File: src/common/cache_pkg.sv
`default_nettype none

package cache_pkg;

    // Ports and cache geometry
    localparam int N_SRC     = 4;
    localparam int N_LINES   = 8;
    localparam int BURST     = 8;
    localparam int MAX_BYTES = 65536;

    // Bus widths
    localparam int ADDR_BITS = $clog2(MAX_BYTES);
    localparam int DATA_BITS = 32;
    localparam int BEAT_BITS = 16;

    // Address split into tag, index and byte offset
    localparam int LINE_BYTES     = BURST * BEAT_BITS / 8;
    localparam int OFS_BITS       = $clog2(LINE_BYTES);
    localparam int INDEX_BITS     = $clog2(N_LINES);
    localparam int TAG_BITS       = ADDR_BITS - OFS_BITS - INDEX_BITS;
    localparam int BEAT_IDX_BITS  = $clog2(BURST);
    localparam int BYTE_SEL_BITS  = $clog2(DATA_BITS / 8);
    localparam int WORD_SEL_BITS  = OFS_BITS - BYTE_SEL_BITS;
    localparam int SRC_BITS       = $clog2(N_SRC);

    typedef logic [ADDR_BITS-1:0]           addr_t;
    typedef logic [DATA_BITS-1:0]           data_t;
    typedef logic [BEAT_BITS-1:0]           beat_t;
    typedef logic [LINE_BYTES*8-1:0]        line_t;
    typedef logic [OFS_BITS-1:0]            ofs_t;
    typedef logic [INDEX_BITS-1:0]          index_t;
    typedef logic [TAG_BITS-1:0]            tag_t;
    typedef logic [BEAT_IDX_BITS-1:0]       beat_idx_t;
    typedef logic [TAG_BITS+INDEX_BITS-1:0] line_addr_t;
    typedef logic [WORD_SEL_BITS-1:0]       word_sel_t;
    typedef logic [SRC_BITS-1:0]            src_idx_t;

    // AHB encodings
    typedef enum logic [1:0] {IDLE = 2'd0, BUSY = 2'd1, NONSEQ = 2'd2, SEQ = 2'd3} trans_t;
    typedef enum logic [2:0] {BYTE = 3'd0, HALF = 3'd1, WORD = 3'd2} size_t;
    typedef enum logic {OKAY = 1'b0, ERROR = 1'b1} resp_t;

    // SDRAM sequencer states
    typedef enum logic {S_IDLE, S_BURST} seq_state_t;

endpackage

`default_nettype wire
File: src/design/dram_sequencer.sv
`timescale 1ns/100ps
`default_nettype none

module dram_sequencer
    import cache_pkg::*;
(
    input  logic                     CLK,
    input  logic                     RESET_IN,

    // Line side
    input  logic       [N_LINES-1:0] fill_req,
    input  logic       [N_LINES-1:0] wb_req,
    input  line_addr_t [N_LINES-1:0] line_addr,
    output logic       [N_LINES-1:0] grant,
    output beat_idx_t                beat_idx,
    output logic                     beat_strobe,
    output beat_t                    fill_beat,
    output logic                     burst_done,
    input  beat_t                    wb_beat,

    // SDRAM burst port
    output logic                     dram_req,
    output logic                     dram_write,
    output line_addr_t               dram_addr,
    output beat_t                    dram_wdata,
    input  logic                     dram_ack,
    input  beat_t                    dram_rdata
);

    seq_state_t         state;
    logic [N_LINES-1:0] pick;
    logic               pick_wb;
    line_addr_t         pick_addr;

    // Lowest requesting line, writeback before fill
    always_comb begin
        pick      = '0;
        pick_wb   = 1'b0;
        pick_addr = '0;
        for (int l = N_LINES - 1; l >= 0; l--) begin
            if (fill_req[l] || wb_req[l]) begin
                pick      = {{(N_LINES-1){1'b0}}, 1'b1} << l;
                pick_wb   = wb_req[l];
                pick_addr = line_addr[l];
            end
        end
    end

    assign beat_strobe = dram_ack && state == S_BURST;
    assign burst_done  = beat_strobe && beat_idx == beat_idx_t'(BURST - 1);
    assign fill_beat   = dram_rdata;
    assign dram_wdata  = wb_beat;

    always_ff @(posedge CLK or posedge RESET_IN) begin
        if (RESET_IN) begin
            state    <= S_IDLE;
            grant    <= '0;
            dram_req <= 1'b0;
            beat_idx <= '0;
        end else begin
            case (state)
                S_IDLE: begin
                    if (|pick) begin
                        state    <= S_BURST;
                        grant    <= pick;
                        dram_req <= 1'b1;
                        beat_idx <= '0;
                    end
                end
                S_BURST: begin
                    if (beat_strobe) begin
                        beat_idx <= beat_idx + 1'b1;
                    end
                    if (burst_done) begin
                        state    <= S_IDLE;
                        grant    <= '0;
                        dram_req <= 1'b0;
                    end
                end
                default: state <= S_IDLE;
            endcase
        end
    end

    // Address and direction are latched with the grant
    always_ff @(posedge CLK) begin
        if (state == S_IDLE && |pick) begin
            dram_addr  <= pick_addr;
            dram_write <= pick_wb;
        end
    end

    a_grant_onehot: assert property (@(posedge CLK) disable iff (RESET_IN)
        $onehot0(grant));

    a_req_stable: assert property (@(posedge CLK) disable iff (RESET_IN)
        $past(dram_req) && dram_req |-> $stable(dram_addr) && $stable(dram_write));

endmodule

`default_nettype wire

File: config.mk
export PLATFORM = sky130hd
export DESIGN_NAME = dram_sequencer
export DESIGN_NICKNAME = d
export VERILOG_FILES = /design/src/common/cache_pkg.sv /design/src/design/dram_sequencer.sv
export SDC_FILE = /design/constraint.sdc
export NUM_CORES = 1
export LEC_CHECK = 0
export BUFFER_PORTS_ARGS = -buffer_cell sky130_fd_sc_hd__clkbuf_2
export CORE_MARGIN = 1.5
export CORE_UTILIZATION = 38
export CTS_CLUSTER_DIAMETER = 80
export DETAILED_ROUTE_END_ITERATION = 6
export PLACE_DENSITY = 0.82
export SETUP_SLACK_MARGIN = 0.2
export SYNTH_ARGS = -nofsm -noshare
export SYNTH_HDL_FRONTEND = slang
export SYNTH_SLANG_ARGS = --single-unit
File: constraint.sdc
create_clock -name CLK -period 1.7 [get_ports CLK]
set_input_delay 0.34 -clock CLK [delete_from_list [all_inputs] [get_ports CLK]]
set_output_delay 0.34 -clock CLK [all_outputs]
set_load 0.02 [all_outputs]
# Word level (Yosys, flattened, before mapping)
# Index checks and enable logic that the tools add are counted.
dict set report word_totals {
  regBits 26
  memories 0
  latch_bits 0
  out_inout_bits 59
  mem_bits_ro 0
  ramBits 0
}
dict set report op_classes {
  addsub 1
  n_shift 0
  reduce_logical 14
  bitwise_logic 1
  eq_ne 4
  magnitude_cmp 0
  div_mod_pow 0
  n_mux 36
  n_mul 0
}
# cell n
set op_table {}
lappend op_table {{$mux W12} 8}
lappend op_table {{$mux W8} 10}
lappend op_table {{$pmux W8 S2} 1}
lappend op_table {{$mux W1} 12}
lappend op_table {{$logic_or A1 B1 Y1} 8}
lappend op_table {{$reduce_or A8 Y1} 1}
lappend op_table {{$mux W3} 2}
lappend op_table {{$ne A2 B2 Y1 const B} 3}
lappend op_table {{$pmux W3 S2} 1}
lappend op_table {{$pmux W1 S2} 2}
lappend op_table {{$reduce_and A2 Y1} 2}
lappend op_table {{$add A3 B1 Y3 const B} 1}
lappend op_table {{$eq A3 B3 Y1 const B} 1}
lappend op_table {{$logic_and A1 B1 Y1} 3}
lappend op_table {{$not A1 Y1} 1}

# Logic depth before layout (Yosys ltp)
dict set report logic_depth {
  depth_word 12
  ltp_mapped 6
  depth_no_buf 5
}

# Worst setup path after synthesis
# No wires, ideal clock.
dict set report synth_path {
  kind {reg2out}
  from {reg beat_idx[0]}
  to {out burst_done}
  path_stages_with_launch 6
  arrival_time_ps 1342
  slack_ps 18
  cell_sequence {dfrtp_1 -> ha_1 -> ha_1 -> nand2_1 -> clkbuf_1 -> inv_1}
}
dict set report synth_via {
  elab_chain_len 2
}
# item line_no
set synth_lines {}
lappend synth_lines {{start, declared} dram_sequencer.sv:15} ;# output beat_idx_t beat_idx,
lappend synth_lines {{start signal, assigned} dram_sequencer.sv:72} ;# beat_idx <= beat_idx + 1'b1;
lappend synth_lines {{$eq A3 B3 Y1} dram_sequencer.sv:50} ;# assign burst_done = beat_strobe && beat_idx == beat_idx_t'(BURST - 1);
lappend synth_lines {{$logic_and A1 B1 Y1} dram_sequencer.sv:50}
lappend synth_lines {{end, declared} dram_sequencer.sv:18} ;# output logic burst_done,
# No other way between the ends.

# Worst setup path after layout
# Ends and elaborated chain as after synthesis.

==> results.sh <==
export IMPL_outcome="complete, no violations"
export IMPL_syn_area_per_cell_um2=8.39
export IMPL_crit_type="reg -> out"
export IMPL_final_common_cell="clkbuf_2"
export IMPL_totalPowerFinal_mw=2.52
export IMPL_drive_gt1_frac=0.482
export IMPL_clock_sinks=26
export IMPL_cp_top_family="flip-flops"
export IMPL_num_rows=27
export IMPL_peakVddDrop_mv=0.606
export IMPL_period_needed_ns=1.56
export IMPL_report_final_hold_viol_count=0
export IMPL_gp_congestion=0.908
export IMPL_synth_cell_types=36
export IMPL_yosysWarnings=0
export IMPL_grt_pass1_vias=2463
export IMPL_crit_arrival_ns=1.22
export IMPL_drt_pass1_iter_count=5
export IMPL_layout_nets=538
export IMPL_die_area_um2=6410
export IMPL_clkTransAtPathRegs_ns=0.08
export IMPL_rsz0062_at_grt="true"
export IMPL_initial_utilization=0.402
export IMPL_path_buf_inv=2
export IMPL_grt_first_pass_wirelength_um=12200
export IMPL_gr_total_overflow=0
export IMPL_worst_slew_pin_slew_ns=0.522
export IMPL_dp_cells=451
export IMPL_finalHoldWorstSlack_ns=0.0745
export IMPL_critPathMaxFanout=2
export IMPL_syn_inst=269
export IMPL_period_share=0.920
export IMPL_numCtsBuffers=3
export IMPL_cts_root_buf="clkbuf_8"
export IMPL_drc=0
export IMPL_design_area_um2=3050
export IMPL_slew_viol_final=0
export IMPL_drt_iter0_drc=277
export IMPL_maxSlewHeadroom=0.651
export IMPL_stdcell_count=460
export IMPL_synth_top_cell_area_share=0.173
export IMPL_pre_cts_ws_ns=0.0129
export IMPL_via_per_inst=5.71
export IMPL_endpoint_kind="primary output"
export IMPL_ys_top_cells_by_area="edfxtp_1, dfrtp_1, buf_4"
export IMPL_n_antenna_cell=0
export IMPL_io_buffers=141
export IMPL_die_h_um=80.1
export IMPL_setup_viol=0
export IMPL_fin_util=0.544
export IMPL_power_leakage_nw=1.37
export IMPL_p_per_area_nw_per_um2=826
export IMPL_wl_per_cell_um=17.6
export IMPL_cp_cell_sequence="ha_4 -> ha_4 -> nand2_4 -> inv_2 -> buf_8"
export IMPL_coreArea_um2=5610
export IMPL_syn2layout_area_growth_pct=35.3
export IMPL_syn_area_um2=2260
export IMPL_dieWidth_um=80.1
export IMPL_synth_seq_cells=26
export IMPL_ctsHoldBuffers=0
export IMPL_setup_tns_ns=0
export IMPL_cts_tree="done"
export IMPL_placed_area_um2=2930
export IMPL_fin_skew_ns=0.00142
export IMPL_layout_common_cells="clkbuf_2, o21ai_0, a31oi_1, o22ai_1, buf_4"
export IMPL_track_usage=0.248
export IMPL_io_pins=206
export IMPL_grt_max_degree=30
export IMPL_clk_insertion_delay_late_ns=0.26
export IMPL_fmax_mhz=639
export IMPL_cts_buffer_depth=2
export IMPL_slowest_stage="dfrtp_2"
export IMPL_antenna_found_initial=0
export IMPL_ant_nets=0
export IMPL_crit_path_frequent_cell="ha_4"
export IMPL_slowest_delay_ns=0.43
export IMPL_synth_seq_area_share=0.317
export IMPL_dp_hpwl_um=6750
export IMPL_synth_top_area_cell="edfxtp_1"
export IMPL_worst_slack_ns=0.136
export IMPL_wl_um=8120
export IMPL_crit_path_start_kind="flop"
export IMPL_vias=2625
export IMPL_htree_levels=1
export IMPL_hp_class="in -> async"
export IMPL_required_ns=1.36
export IMPL_cap_violations=0
export IMPL_synth_fp_nets=418
synthesized netlist by cell type:
library cell  number
nor4_4             1
nor3_1             1
edfxtp_1          13
a41oi_4            1
o21ai_1            8
dfrtp_1           13
nand3b_1           2
a21o_1             2
inv_1              7
and2_1             2
mux2i_1            1
o22ai_1           24
o21a_1            12
nor2_1             5
buf_6              2
a21oi_1            4
or2_2              1
nor2_2             4
a211o_1           12
o41ai_1            1
o211ai_1          12
buf_2              5
nand3_1            5
nor4_1             3
clkbuf_1          13
nand2b_1           1
o21ai_0           37
o311a_1            1
buf_4             33
or2_1              1
a22oi_1            1
nor4_2             1
ha_1               2
o2bb2ai_1          2
a31oi_1           24
nand2_1           12
final timing paths:
kind	endpoint	cells after the start	start	slack (ns)
max in group asynchronous	beat_idx[0]	2	RESET_IN	1.25
setup / recovery	burst_done	5	beat_idx[0]	0.14
hold reg to reg	dram_req	1	dram_req	0.49
hold / removal	dram_req	2	RESET_IN	0.07
min in group CLK	beat_idx[0]	3	dram_ack	0.41
setup reg to reg	grant[7]	8	beat_idx[0]	0.23
repair_timing:
| action | 4_1_cts | 5_1_grt |
|---|---|---|
| gates resized for setup | 8 | 2 |
| cloned | 0 | 0 |
| pin swaps | 1 | 1 |
| endpoints found under the setup margin | 2 | 2 |
| buffers inserted | 3 | 2 |
per-layer routing:
layer	global-route usage	part of all wire
met5	0	0
met3	0.0352	0.085
met1	0.325	0.41
met4	0.0948	0.025
met2	0.409	0.48
layout make-up:
cell class | count | area [um^2]
multi-input cells | 183 | 1200
repair buffers | 168 | 968
flip-flops and latches | 26 | 719
fillers | 548 | 2560
well taps | 72 | 90.1
inverters | 7 | 26.3
clock buffers | 4 | 45.0
where the power goes:
part	switching (mW)	total, mW	internal, mW
registers	0.0995	0.950	0.851
logic	0.692	1.22	0.530
clock network	0.182	0.349	0.167
total	0.973	2.52	1.55
logic make-up (layout without fill, tap and decap cells):
group                    count (synthesis)  in the layout  share of synthesized area
AO/OA/AOI/OAI                          141            141                      0.407
adder cells (fa/ha/maj)                  2              2                     0.0111
buffers and inverters                   60            179                      0.164
flip-flops                              26             26                      0.317
multiplexers                             1              1                    0.00444
AND/OR/NAND/NOR                         39             39                     0.0965
sequential cells by signal, summed over array words and instances, names as in the netlist:
name	flops
beat_idx	3
dram_addr	12
dram_req	1
dram_write	1
grant	8
state	1
(Power assumes the default switching activity.)
