==> config.mk <==
export PLATFORM = sky130hd
export DESIGN_NAME = sdram_cache
export DESIGN_NICKNAME = d
export VERILOG_FILES = /design/src/common/cache_pkg.sv /design/src/design/sdram_cache/sdram_cache.sv /design/src/design/sdram_cache/ahb_port.sv
export SDC_FILE = /design/constraint.sdc
export NUM_CORES = 2
export LEC_CHECK = 0
export BUFFER_PORTS_ARGS = -buffer_cell sky130_fd_sc_hd__buf_2
export CELL_PAD_IN_SITES_DETAIL_PLACEMENT = 1
export CELL_PAD_IN_SITES_GLOBAL_PLACEMENT = 2
export CORE_ASPECT_RATIO = 1.2
export CORE_UTILIZATION = 39
export CTS_CLUSTER_SIZE = 16
export DETAILED_ROUTE_END_ITERATION = 6
export MAX_ROUTING_LAYER = met4
export PLACE_DENSITY_LB_ADDON = 0.2
export SLEW_MARGIN = 20
export SYNTH_ARGS = -nofsm -noshare
export SYNTH_HDL_FRONTEND = slang
export SYNTH_SLANG_ARGS = --single-unit
==> constraint.sdc <==
create_clock -name CLK -period 6.3 [get_ports CLK]
set_clock_uncertainty 0.2 [all_clocks]
set_input_delay 1.89 -clock CLK [delete_from_list [all_inputs] [get_ports CLK]]
set_output_delay 1.89 -clock CLK [all_outputs]
set_load 0.02 [all_outputs]
==> src/common/cache_pkg.sv <==
`default_nettype none

package cache_pkg;

    // Ports and cache geometry
    localparam int N_SRC     = 4;
    localparam int N_LINES   = 8;
    localparam int BURST     = 8;
    localparam int MAX_BYTES = 65536;

    // Bus widths
    localparam int ADDR_BITS = $clog2(MAX_BYTES);
    localparam int DATA_BITS = 32;
    localparam int BEAT_BITS = 16;

    // Address split into tag, index and byte offset
    localparam int LINE_BYTES     = BURST * BEAT_BITS / 8;
    localparam int OFS_BITS       = $clog2(LINE_BYTES);
    localparam int INDEX_BITS     = $clog2(N_LINES);
    localparam int TAG_BITS       = ADDR_BITS - OFS_BITS - INDEX_BITS;
    localparam int BEAT_IDX_BITS  = $clog2(BURST);
    localparam int BYTE_SEL_BITS  = $clog2(DATA_BITS / 8);
    localparam int WORD_SEL_BITS  = OFS_BITS - BYTE_SEL_BITS;
    localparam int SRC_BITS       = $clog2(N_SRC);

    typedef logic [ADDR_BITS-1:0]           addr_t;
    typedef logic [DATA_BITS-1:0]           data_t;
    typedef logic [BEAT_BITS-1:0]           beat_t;
    typedef logic [LINE_BYTES*8-1:0]        line_t;
    typedef logic [OFS_BITS-1:0]            ofs_t;
    typedef logic [INDEX_BITS-1:0]          index_t;
    typedef logic [TAG_BITS-1:0]            tag_t;
    typedef logic [BEAT_IDX_BITS-1:0]       beat_idx_t;
    typedef logic [TAG_BITS+INDEX_BITS-1:0] line_addr_t;
    typedef logic [WORD_SEL_BITS-1:0]       word_sel_t;
    typedef logic [SRC_BITS-1:0]            src_idx_t;

    // AHB encodings
    typedef enum logic [1:0] {IDLE = 2'd0, BUSY = 2'd1, NONSEQ = 2'd2, SEQ = 2'd3} trans_t;
    typedef enum logic [2:0] {BYTE = 3'd0, HALF = 3'd1, WORD = 3'd2} size_t;
    typedef enum logic {OKAY = 1'b0, ERROR = 1'b1} resp_t;

    // SDRAM sequencer states
    typedef enum logic {S_IDLE, S_BURST} seq_state_t;

endpackage

`default_nettype wire
==> src/design/sdram_cache/sdram_cache.sv <==
`timescale 1ns/100ps
`default_nettype none

module sdram_cache
    import cache_pkg::*;
(
    input  logic                     CLK,
    input  logic                     RESET_IN,

    // AHB-Lite ports
    input  addr_t      [N_SRC-1:0]   haddr,
    input  trans_t     [N_SRC-1:0]   htrans,
    input  size_t      [N_SRC-1:0]   hsize,
    input  logic       [N_SRC-1:0]   hwrite,
    input  data_t      [N_SRC-1:0]   hwdata,
    output data_t      [N_SRC-1:0]   hrdata,
    output logic       [N_SRC-1:0]   hready,
    output resp_t      [N_SRC-1:0]   hresp,

    // Line requests to the sequencer
    output logic       [N_LINES-1:0] fill_req,
    output logic       [N_LINES-1:0] wb_req,
    output line_addr_t [N_LINES-1:0] line_addr,

    // Burst progress from the sequencer
    input  logic       [N_LINES-1:0] grant,
    input  beat_idx_t                beat_idx,
    input  logic                     beat_strobe,
    input  beat_t                    fill_beat,
    input  logic                     burst_done,
    output beat_t                    wb_beat
);

    // Per source
    addr_t     [N_SRC-1:0] acc_addr;
    logic      [N_SRC-1:0] acc_write;
    logic      [N_SRC-1:0] access_pend;
    logic      [N_SRC-1:0] hit;
    data_t     [N_SRC-1:0] line_word;
    index_t    [N_SRC-1:0] src_index;
    tag_t      [N_SRC-1:0] src_tag;
    word_sel_t [N_SRC-1:0] src_word;

    // Per line state
    line_t     [N_LINES-1:0] data_q;
    tag_t      [N_LINES-1:0] tag_q;
    tag_t      [N_LINES-1:0] pend_tag;
    logic      [N_LINES-1:0] valid;
    logic      [N_LINES-1:0] dirty;
    logic      [N_LINES-1:0] pending;

    // Per line decisions
    logic      [N_LINES-1:0] sel_any;
    src_idx_t  [N_LINES-1:0] sel_src;
    logic      [N_LINES-1:0] tag_match;
    logic      [N_LINES-1:0] line_hit;
    logic      [N_LINES-1:0] wr_hit;
    logic      [N_LINES-1:0] start_fill;

    for (genvar s = 0; s < N_SRC; s++) begin : gen_port
        ahb_port u_port (
            .CLK        (CLK),
            .RESET_IN   (RESET_IN),
            .haddr      (haddr[s]),
            .htrans     (htrans[s]),
            .hsize      (hsize[s]),
            .hwrite     (hwrite[s]),
            .hwdata     (hwdata[s]),
            .hrdata     (hrdata[s]),
            .hready     (hready[s]),
            .hresp      (hresp[s]),
            .acc_addr   (acc_addr[s]),
            .acc_write  (acc_write[s]),
            .access_pend(access_pend[s]),
            .hit        (hit[s]),
            .line_word  (line_word[s])
        );
    end

    always_comb begin
        for (int s = 0; s < N_SRC; s++) begin
            src_index[s] = acc_addr[s][OFS_BITS +: INDEX_BITS];
            src_tag[s]   = acc_addr[s][OFS_BITS+INDEX_BITS +: TAG_BITS];
            src_word[s]  = acc_addr[s][BYTE_SEL_BITS +: WORD_SEL_BITS];
        end
    end

    // Lowest-numbered pending source wins each line
    always_comb begin
        for (int l = 0; l < N_LINES; l++) begin
            sel_any[l] = 1'b0;
            sel_src[l] = '0;
            for (int s = N_SRC - 1; s >= 0; s--) begin
                if (access_pend[s] && src_index[s] == index_t'(l)) begin
                    sel_any[l] = 1'b1;
                    sel_src[l] = src_idx_t'(s);
                end
            end
        end
    end

    always_comb begin
        for (int l = 0; l < N_LINES; l++) begin
            tag_match[l]  = valid[l] && tag_q[l] == src_tag[sel_src[l]];
            // No hits while a burst owns the line
            line_hit[l]   = sel_any[l] && tag_match[l] && !grant[l];
            wr_hit[l]     = line_hit[l] && acc_write[sel_src[l]];
            start_fill[l] = sel_any[l] && !tag_match[l] && !dirty[l] && !pending[l];
            wb_req[l]     = sel_any[l] && !tag_match[l] && dirty[l];
            fill_req[l]   = pending[l];
            line_addr[l]  = {pending[l] ? pend_tag[l] : tag_q[l], index_t'(l)};
        end
    end

    always_comb begin
        for (int s = 0; s < N_SRC; s++) begin
            hit[s] = access_pend[s] && line_hit[src_index[s]]
                     && sel_src[src_index[s]] == src_idx_t'(s);
            line_word[s] = data_q[src_index[s]][DATA_BITS*src_word[s] +: DATA_BITS];
        end
    end

    // Beat of the line being written back
    always_comb begin
        wb_beat = '0;
        for (int l = 0; l < N_LINES; l++) begin
            if (grant[l]) begin
                wb_beat = data_q[l][BEAT_BITS*beat_idx +: BEAT_BITS];
            end
        end
    end

    always_ff @(posedge CLK or posedge RESET_IN) begin
        if (RESET_IN) begin
            valid   <= '0;
            dirty   <= '0;
            pending <= '0;
        end else begin
            for (int l = 0; l < N_LINES; l++) begin
                if (start_fill[l]) begin
                    pending[l] <= 1'b1;
                    valid[l]   <= 1'b0;
                end else if (pending[l] && grant[l] && burst_done) begin
                    pending[l] <= 1'b0;
                    valid[l]   <= 1'b1;
                end
                // Writeback finished, line is clean again
                if (wr_hit[l]) begin
                    dirty[l] <= 1'b1;
                end else if (!pending[l] && grant[l] && burst_done) begin
                    dirty[l] <= 1'b0;
                end
            end
        end
    end

    always_ff @(posedge CLK) begin
        for (int l = 0; l < N_LINES; l++) begin
            if (start_fill[l]) begin
                pend_tag[l] <= src_tag[sel_src[l]];
            end
            if (pending[l] && grant[l] && burst_done) begin
                tag_q[l] <= pend_tag[l];
            end
            if (pending[l] && grant[l] && beat_strobe) begin
                data_q[l][BEAT_BITS*beat_idx +: BEAT_BITS] <= fill_beat;
            end else if (wr_hit[l]) begin
                data_q[l][DATA_BITS*src_word[sel_src[l]] +: DATA_BITS] <= hwdata[sel_src[l]];
            end
        end
    end

    // Every burst beat belongs to a line that is filling or writing back
    a_beat_owned: assert property (@(posedge CLK) disable iff (RESET_IN)
        beat_strobe |-> |(grant & (pending | dirty)));

endmodule

`default_nettype wire

==> src/design/sdram_cache/ahb_port.sv <==
`timescale 1ns/100ps
`default_nettype none

module ahb_port
    import cache_pkg::*;
(
    input  logic   CLK,
    input  logic   RESET_IN,

    // AHB-Lite slave side
    input  addr_t  haddr,
    input  trans_t htrans,
    input  size_t  hsize,
    input  logic   hwrite,
    input  data_t  hwdata,
    output data_t  hrdata,
    output logic   hready,
    output resp_t  hresp,

    // Towards the line arrays
    output addr_t  acc_addr,
    output logic   acc_write,
    output logic   access_pend,
    input  logic   hit,
    input  data_t  line_word
);

    logic addr_phase;
    logic done;

    assign addr_phase = hready && (htrans == NONSEQ || htrans == SEQ);
    assign done       = access_pend && hit;

    // Data phase stalls for as long as an access is outstanding
    assign hready = !access_pend;
    assign hresp  = OKAY;

    always_ff @(posedge CLK or posedge RESET_IN) begin
        if (RESET_IN) begin
            access_pend <= 1'b0;
        end else if (addr_phase) begin
            access_pend <= 1'b1;
        end else if (done) begin
            access_pend <= 1'b0;
        end
    end

    always_ff @(posedge CLK) begin
        if (addr_phase) begin
            acc_addr  <= haddr;
            acc_write <= hwrite;
        end
        // Writes echo the stored word back on the read bus
        if (done) begin
            hrdata <= acc_write ? hwdata : line_word;
        end
    end

    // Only word transfers are handled by the line arrays
    a_word_only: assert property (@(posedge CLK) disable iff (RESET_IN)
        addr_phase |-> hsize == WORD);

endmodule

`default_nettype wire

; ---- After elaboration in Yosys (flattened, before gate mapping)
; Cells that the tools add are included.
[word_totals]
word_cells = 647
register_bits = 1392
[op_classes]
reduce_logical = 225
n_addsub = 9
n_mux = 260
n_lt_le_gt_ge = 12
shifts = 30
eq_ne = 47
[op_table]
columns = cell, count
row1 = 2-to-1 mux 128 bit, 20
row2 = bitwise mux 128 bit, 16
row3 = binary-select mux 128 bit (select 3 bit), 4
row4 = variable shift 32 x 34 -> 128 bit (first input constant), 8
row5 = indexed part select 128 x 8 -> 16 bit, 8
row6 = indexed part select 32 x 34 -> 128 bit, 8
row7 = binary-select mux 32 bit (select 2 bit), 8
row8 = indexed part select 128 x 8 -> 32 bit, 4
row9 = 2-to-1 mux 32 bit, 12
row10 = negation 7 -> 34 bit, 9
row11 = logical AND 1 bit, 152
row12 = binary-select mux 9 bit (select 2 bit), 8
row13 = 2-to-1 mux 9 bit, 16
row14 = 2-to-1 mux 16 bit, 8
row15 = variable shift 16 x 34 -> 128 bit (first input constant), 1
row16 = indexed part select 16 x 34 -> 128 bit, 1
row17 = 2-to-1 mux 1 bit, 100
row18 = 2-to-1 mux 2 bit, 44
row19 = equality test 9 bit, 8
row20 = nonzero test 2 bit, 28
row21 = equality test 3 bit (second input constant), 16
row22 = zero test 1 bit, 36
row23 = binary-select mux 2 bit (select 2 bit), 8
row24 = binary-select mux 2 bit (select 3 bit), 4
row25 = 11 further kinds, 56

; ---- Depth between registers and ports, before layout
[depth]
depth_word = 19
depth_mapped = 16

; ---- Hierarchy
; From an unflattened synthesis, not the netlist that was laid out.
[unflattened]
hier_cells = 9044
area_unflattened_um2 = 109847.9
[modules_own_cells]
columns = mod, instances, area_each_um2, cells_each
row1 = sdram_cache, 1, 101529.9, 8668
row2 = ahb_port, 4, 2079.5, 94

; ---- Least setup slack after synthesis
; No wires, ideal clock.
[synth_path]
kind = input to output
startpoint = input port beat_idx[1]
endpoint = output port wb_beat[12]
path_slack_ns = -0.425
n_path_buf = 7
arrival_time_ns = 4.635
stages = 10
cell_sequence = buf_2 -> buf_4 -> buf_2 -> buf_4 -> buf_2 -> buf_2 -> buf_2 -> mux4_2 -> mux2i_1 -> a21boi_0
[synth_via]
elab_chain_len = 9
[synth_lines]
columns = item, line
row1 = from (decl), sdram_cache.sv:27  ; input beat_idx_t beat_idx,
row2 = indexed part select 128 x 8 -> 16 bit, sdram_cache.sv:128  ; wb_beat = data_q[l][BEAT_BITS*beat_idx +: BEAT_BITS];
row3 = 2-to-1 mux 16 bit (7 in series), sdram_cache.sv:127  ; if (grant[l]) begin
row4 = 2-to-1 mux 16 bit (*), sdram_cache.sv:127
row5 = to (decl), sdram_cache.sv:31  ; output beat_t wb_beat
; Every way passes the cells marked *; elsewhere a longest branch is shown, timed or not.

; ---- Worst setup path after layout
[layout_path]
startpoint = input port beat_idx[1]
endpoint = output port wb_beat[3]
; The elaborated chain is that of the path after synthesis.

==> impl_metrics.tcl <==
set metrics [dict create \
    async_flop_share_pct 2.02 \
    firstDrtPassIters 7 \
    p_int_mw 19.1 \
    synth_warnings 0 \
    cts_buffers 171 \
    grt_overflow 0 \
    failed_checks "DRC, capacitance limit, setup timing" \
    final_area_sq_mm 0.127 \
    sequentialPowerShare_pct 35.8 \
    ys_seq_area_share_pct 38.1 \
    fp.dieW_um 484 \
    p_leak_nw 43.6 \
    total_power_mw 30.3 \
    power.switching_mw 11.2 \
    area_delta_synth_final_pct 16.8 \
    start_util_pct 39.4 \
    dpl.hpwl_um 520000 \
    vias 111737 \
    clock_path_buffers 4 \
    drive_above_1_share_pct 34.2 \
    synth_edf_count 1356 \
    cts_tree "yes" \
    hold_class "reg2reg" \
    layout_min_cycle_time_ns 6.48 \
    postRouteAntennaNets 0 \
    drt_wl_total_um 781000 \
    pwr-share-comb_pct 29.6 \
    maxCapViolCount 1 \
    vias_per_cell 8.24 \
    tns_ns -1.74 \
    layoutNonFillerInstCount 13554 \
    grt_pass1_wl_um 1020000 \
    status "finished, violations left" \
    coreArea_sq_mm 0.276 \
    required_ns 4.21 \
    synth_flop_cell "edfxtp_1" \
    h-tree-depth 4 \
    syn_inst 9313 \
    drv_slew 0 \
    ios 511 \
    cts.sinks 1384 \
    clock_latency_ns 0.90 \
    grt_start_max_net_pins 130 \
    fill_cells 28688 \
    grt_setup_unrepaired "true" \
    std_cell_rows 211 \
    fmax_ghz 0.154 \
    min_period_over_period_pct 103 \
    maxSlewHeadroom_pct 1.25 \
    io_buffers 458 \
    powerDensity_mw_per_mm2 239 \
    synth_seq_cells 1384 \
    crit_path_end_kind "primary output" \
    fin_nets 9868 \
    grt_pass1_vias 105047 \
    top_layer_used "met4" \
    finalSetupViolCount 14 \
    path_clk_slew_ns 0.06 \
    cts_root_buf "clkbuf_16" \
    drt_iter0_drc 21949 \
    avgSynthCellArea_sq_um 11.7 \
    route.met3.wl_um 135000 \
    final_util_pct 46.0 \
    hold_viol_final 0 \
    drt-met1-wl_um 238000 \
    power.share.clock_pct 34.5 \
    worstSetupPathType "in2out" \
    antenna_found_initial 148 \
    synth_area_sq_mm 0.109 \
    postCtsHoldBufs 0 \
    dp_cells 12950 \
    wl_met2_um 312000 \
    start_kind "input pin" \
    gp_routability_congestion 1.08 \
    place_area_sq_mm 0.119 \
    cp_max_fo 6 \
    ys_types 91 \
    grt_util_all_layers_pct 56.4 \
    tightest_slew_ns 1.47 \
    wl_per_cell_um 57.6 \
    sw_frac_of_total_pct 36.9 \
    ir_worst_vdd_uv 200 \
    setup_ws_ns -0.179 \
    arrival_ns 4.39 \
    drc 4 \
    die_area_sq_mm 0.281 \
    chipHeight_um 580 \
]
==> cell families (layout without fill, tap and decap cells) <==
family          after synthesis  after routing  share of synthesized area, %
compound gates             2031           2031                          11.3
xor+xnor                     26             26                         0.210
fa+ha+maj                    37             37                         0.426
buf+inv                    1208           1576                          4.40
flops                      1384           1384                          38.1
mux                        1795           1795                          34.3
other cells                   2            254                       0.00691
simple gates               2830           2830                          11.3
==> placed cells by master, fill, tap and decap left out, types with 226 or more instances in the layout <==
cell / synthesis / routed
nand3_1: 348 / 337
o21ai_0: 625 / 531
nand2_1: 1788 / 1764
edfxtp_1: 1356 / 1356
o22ai_1: 997 / 989
diode_2: 0 / 226
buf_4: 36 / 556
buf_2: 71 / 442
mux4_2: 1533 / 1533
nor2_1: 335 / 325
==> power groups by stage <==
stage	clock [mW]	combinational, mW	sequential [mW]
floorplan	0	4.25	10.9
global placement	0	8.07	11.0
detailed placement	0	8.21	11.1
CTS	10.4	8.34	10.9
global route	10.6	8.83	10.9
finish	10.5	8.99	10.9
==> through the flow <==
| stage | setup WS (ns) | hold slack, ns |
|---|---|---|
| after floorplan | -0.0748 | 0.220 |
| after global placement | -0.440 | 0.227 |
| after detailed placement | -0.441 | 0.231 |
| after CTS | -0.131 | 0.220 |
| after global routing | -0.246 | 0.250 |
| final | -0.179 | 0.242 |
==> synthesized netlist by cell type (15+ instances only) <==
cell type     n  area (sq um)
nand3_1     348          1740
a21o_1       15           113
mux4_2     1533         34500
o22ai_1     997          6240
a31oi_1      41           257
nor3_1       68           340
nand4b_1     30           263
and2_1       29           181
inv_1        68           255
buf_1       193           724
a221oi_1     19           166
o21a_1       26           195
and3_1       22           138
buf_4        36           270
mux2i_1     195          1950
a21boi_0     21           158
or3_1        18           113
nand2_1    1788          6710
clkbuf_1    834          3130
ha_1         37           463
o21ai_0     625          3130
a21oi_1     102           510
mux2_2       66           743
nor4_1       28           175
nor2_1      335          1260
o21ai_1      33           165
buf_2        71           355
nand4_1      46           288
o221ai_1     20           175
o211ai_1     22           165
edfxtp_1   1356         40700
dfrtp_1      28           701
==> what timing repair did <==
item | CTS | global route
setup buffers | 46 | 35
setup endpoints to repair | 24 | 24
pin swaps | 24 | 70
gates resized for setup | 113 | 81
cloned | 4 | 1
==> worst paths after layout <==
path                                                          start                                          to  slack [ns]  cells after the start
max reg2reg                gen_port[0].u_port.acc_addr[6]$_DFFE_PP_                       data_q[867]$_DFFE_PP_        0.69                     12
max in group asynchronous                                  RESET_IN  gen_port[1].u_port.access_pend$_DFFE_PP0P_        4.08                      2
min in group asynchronous                                  RESET_IN                     fill_req[3]$_DFFE_PP0P_        1.04                      2
min                                          pend_tag[22]$_DFFE_PP_                         tag_q[22]$_DFFE_PP_        0.24                      0
max                                                     beat_idx[1]                                  wb_beat[3]       -0.18                     14
min reg2reg                                  pend_tag[22]$_DFFE_PP_                         tag_q[22]$_DFFE_PP_        0.24                      0
==> flip-flops by register name, indices dropped and copies added (netlist names) <==
register                     flops
valid                            8
tag_q                           72
data_q                        1024
gen_port.u_port.acc_write        4
gen_port.u_port.access_pend      4
pend_tag                        72
fill_req                         8
dirty                            8
gen_port.u_port.acc_addr        56
gen_port.u_port.hrdata         128
==> worst max-delay path: stages <==
cell,delay [ns]
buf_16,0.14
buf_12,0.15
buf_16,0.16
buf_8,0.13
mux4_2,0.51
nand2_2,0.09
nand2_2,0.06
a221oi_2,0.23
a31oi_1,0.07
o21ai_1,0.15
o21ai_1,0.07
o211ai_1,0.27
a21oi_4,0.24
buf_6,0.20
==> cell type report <==
cell class	count	area [sq um]	share of cell area [%]
antenna	226	566	0.445
tap	3621	4530	3.57
multi-input combinational	6747	64200	50.6
sequential	1384	41400	32.6
clock buffer	196	4390	3.46
inverter	68	258	0.203
timing repair buffer	1212	10400	8.22
clock inverter	100	1160	0.910
==> per-layer routing <==
metal / vias up / track usage (%)
met3: 4222 / 31.1
met5: - / -
met1: 56596 / 58.9
met4: 0 / 53.4
met2: 12679 / 74.1
li1: 38240 / -
Power figures use the tool's default switching activity.
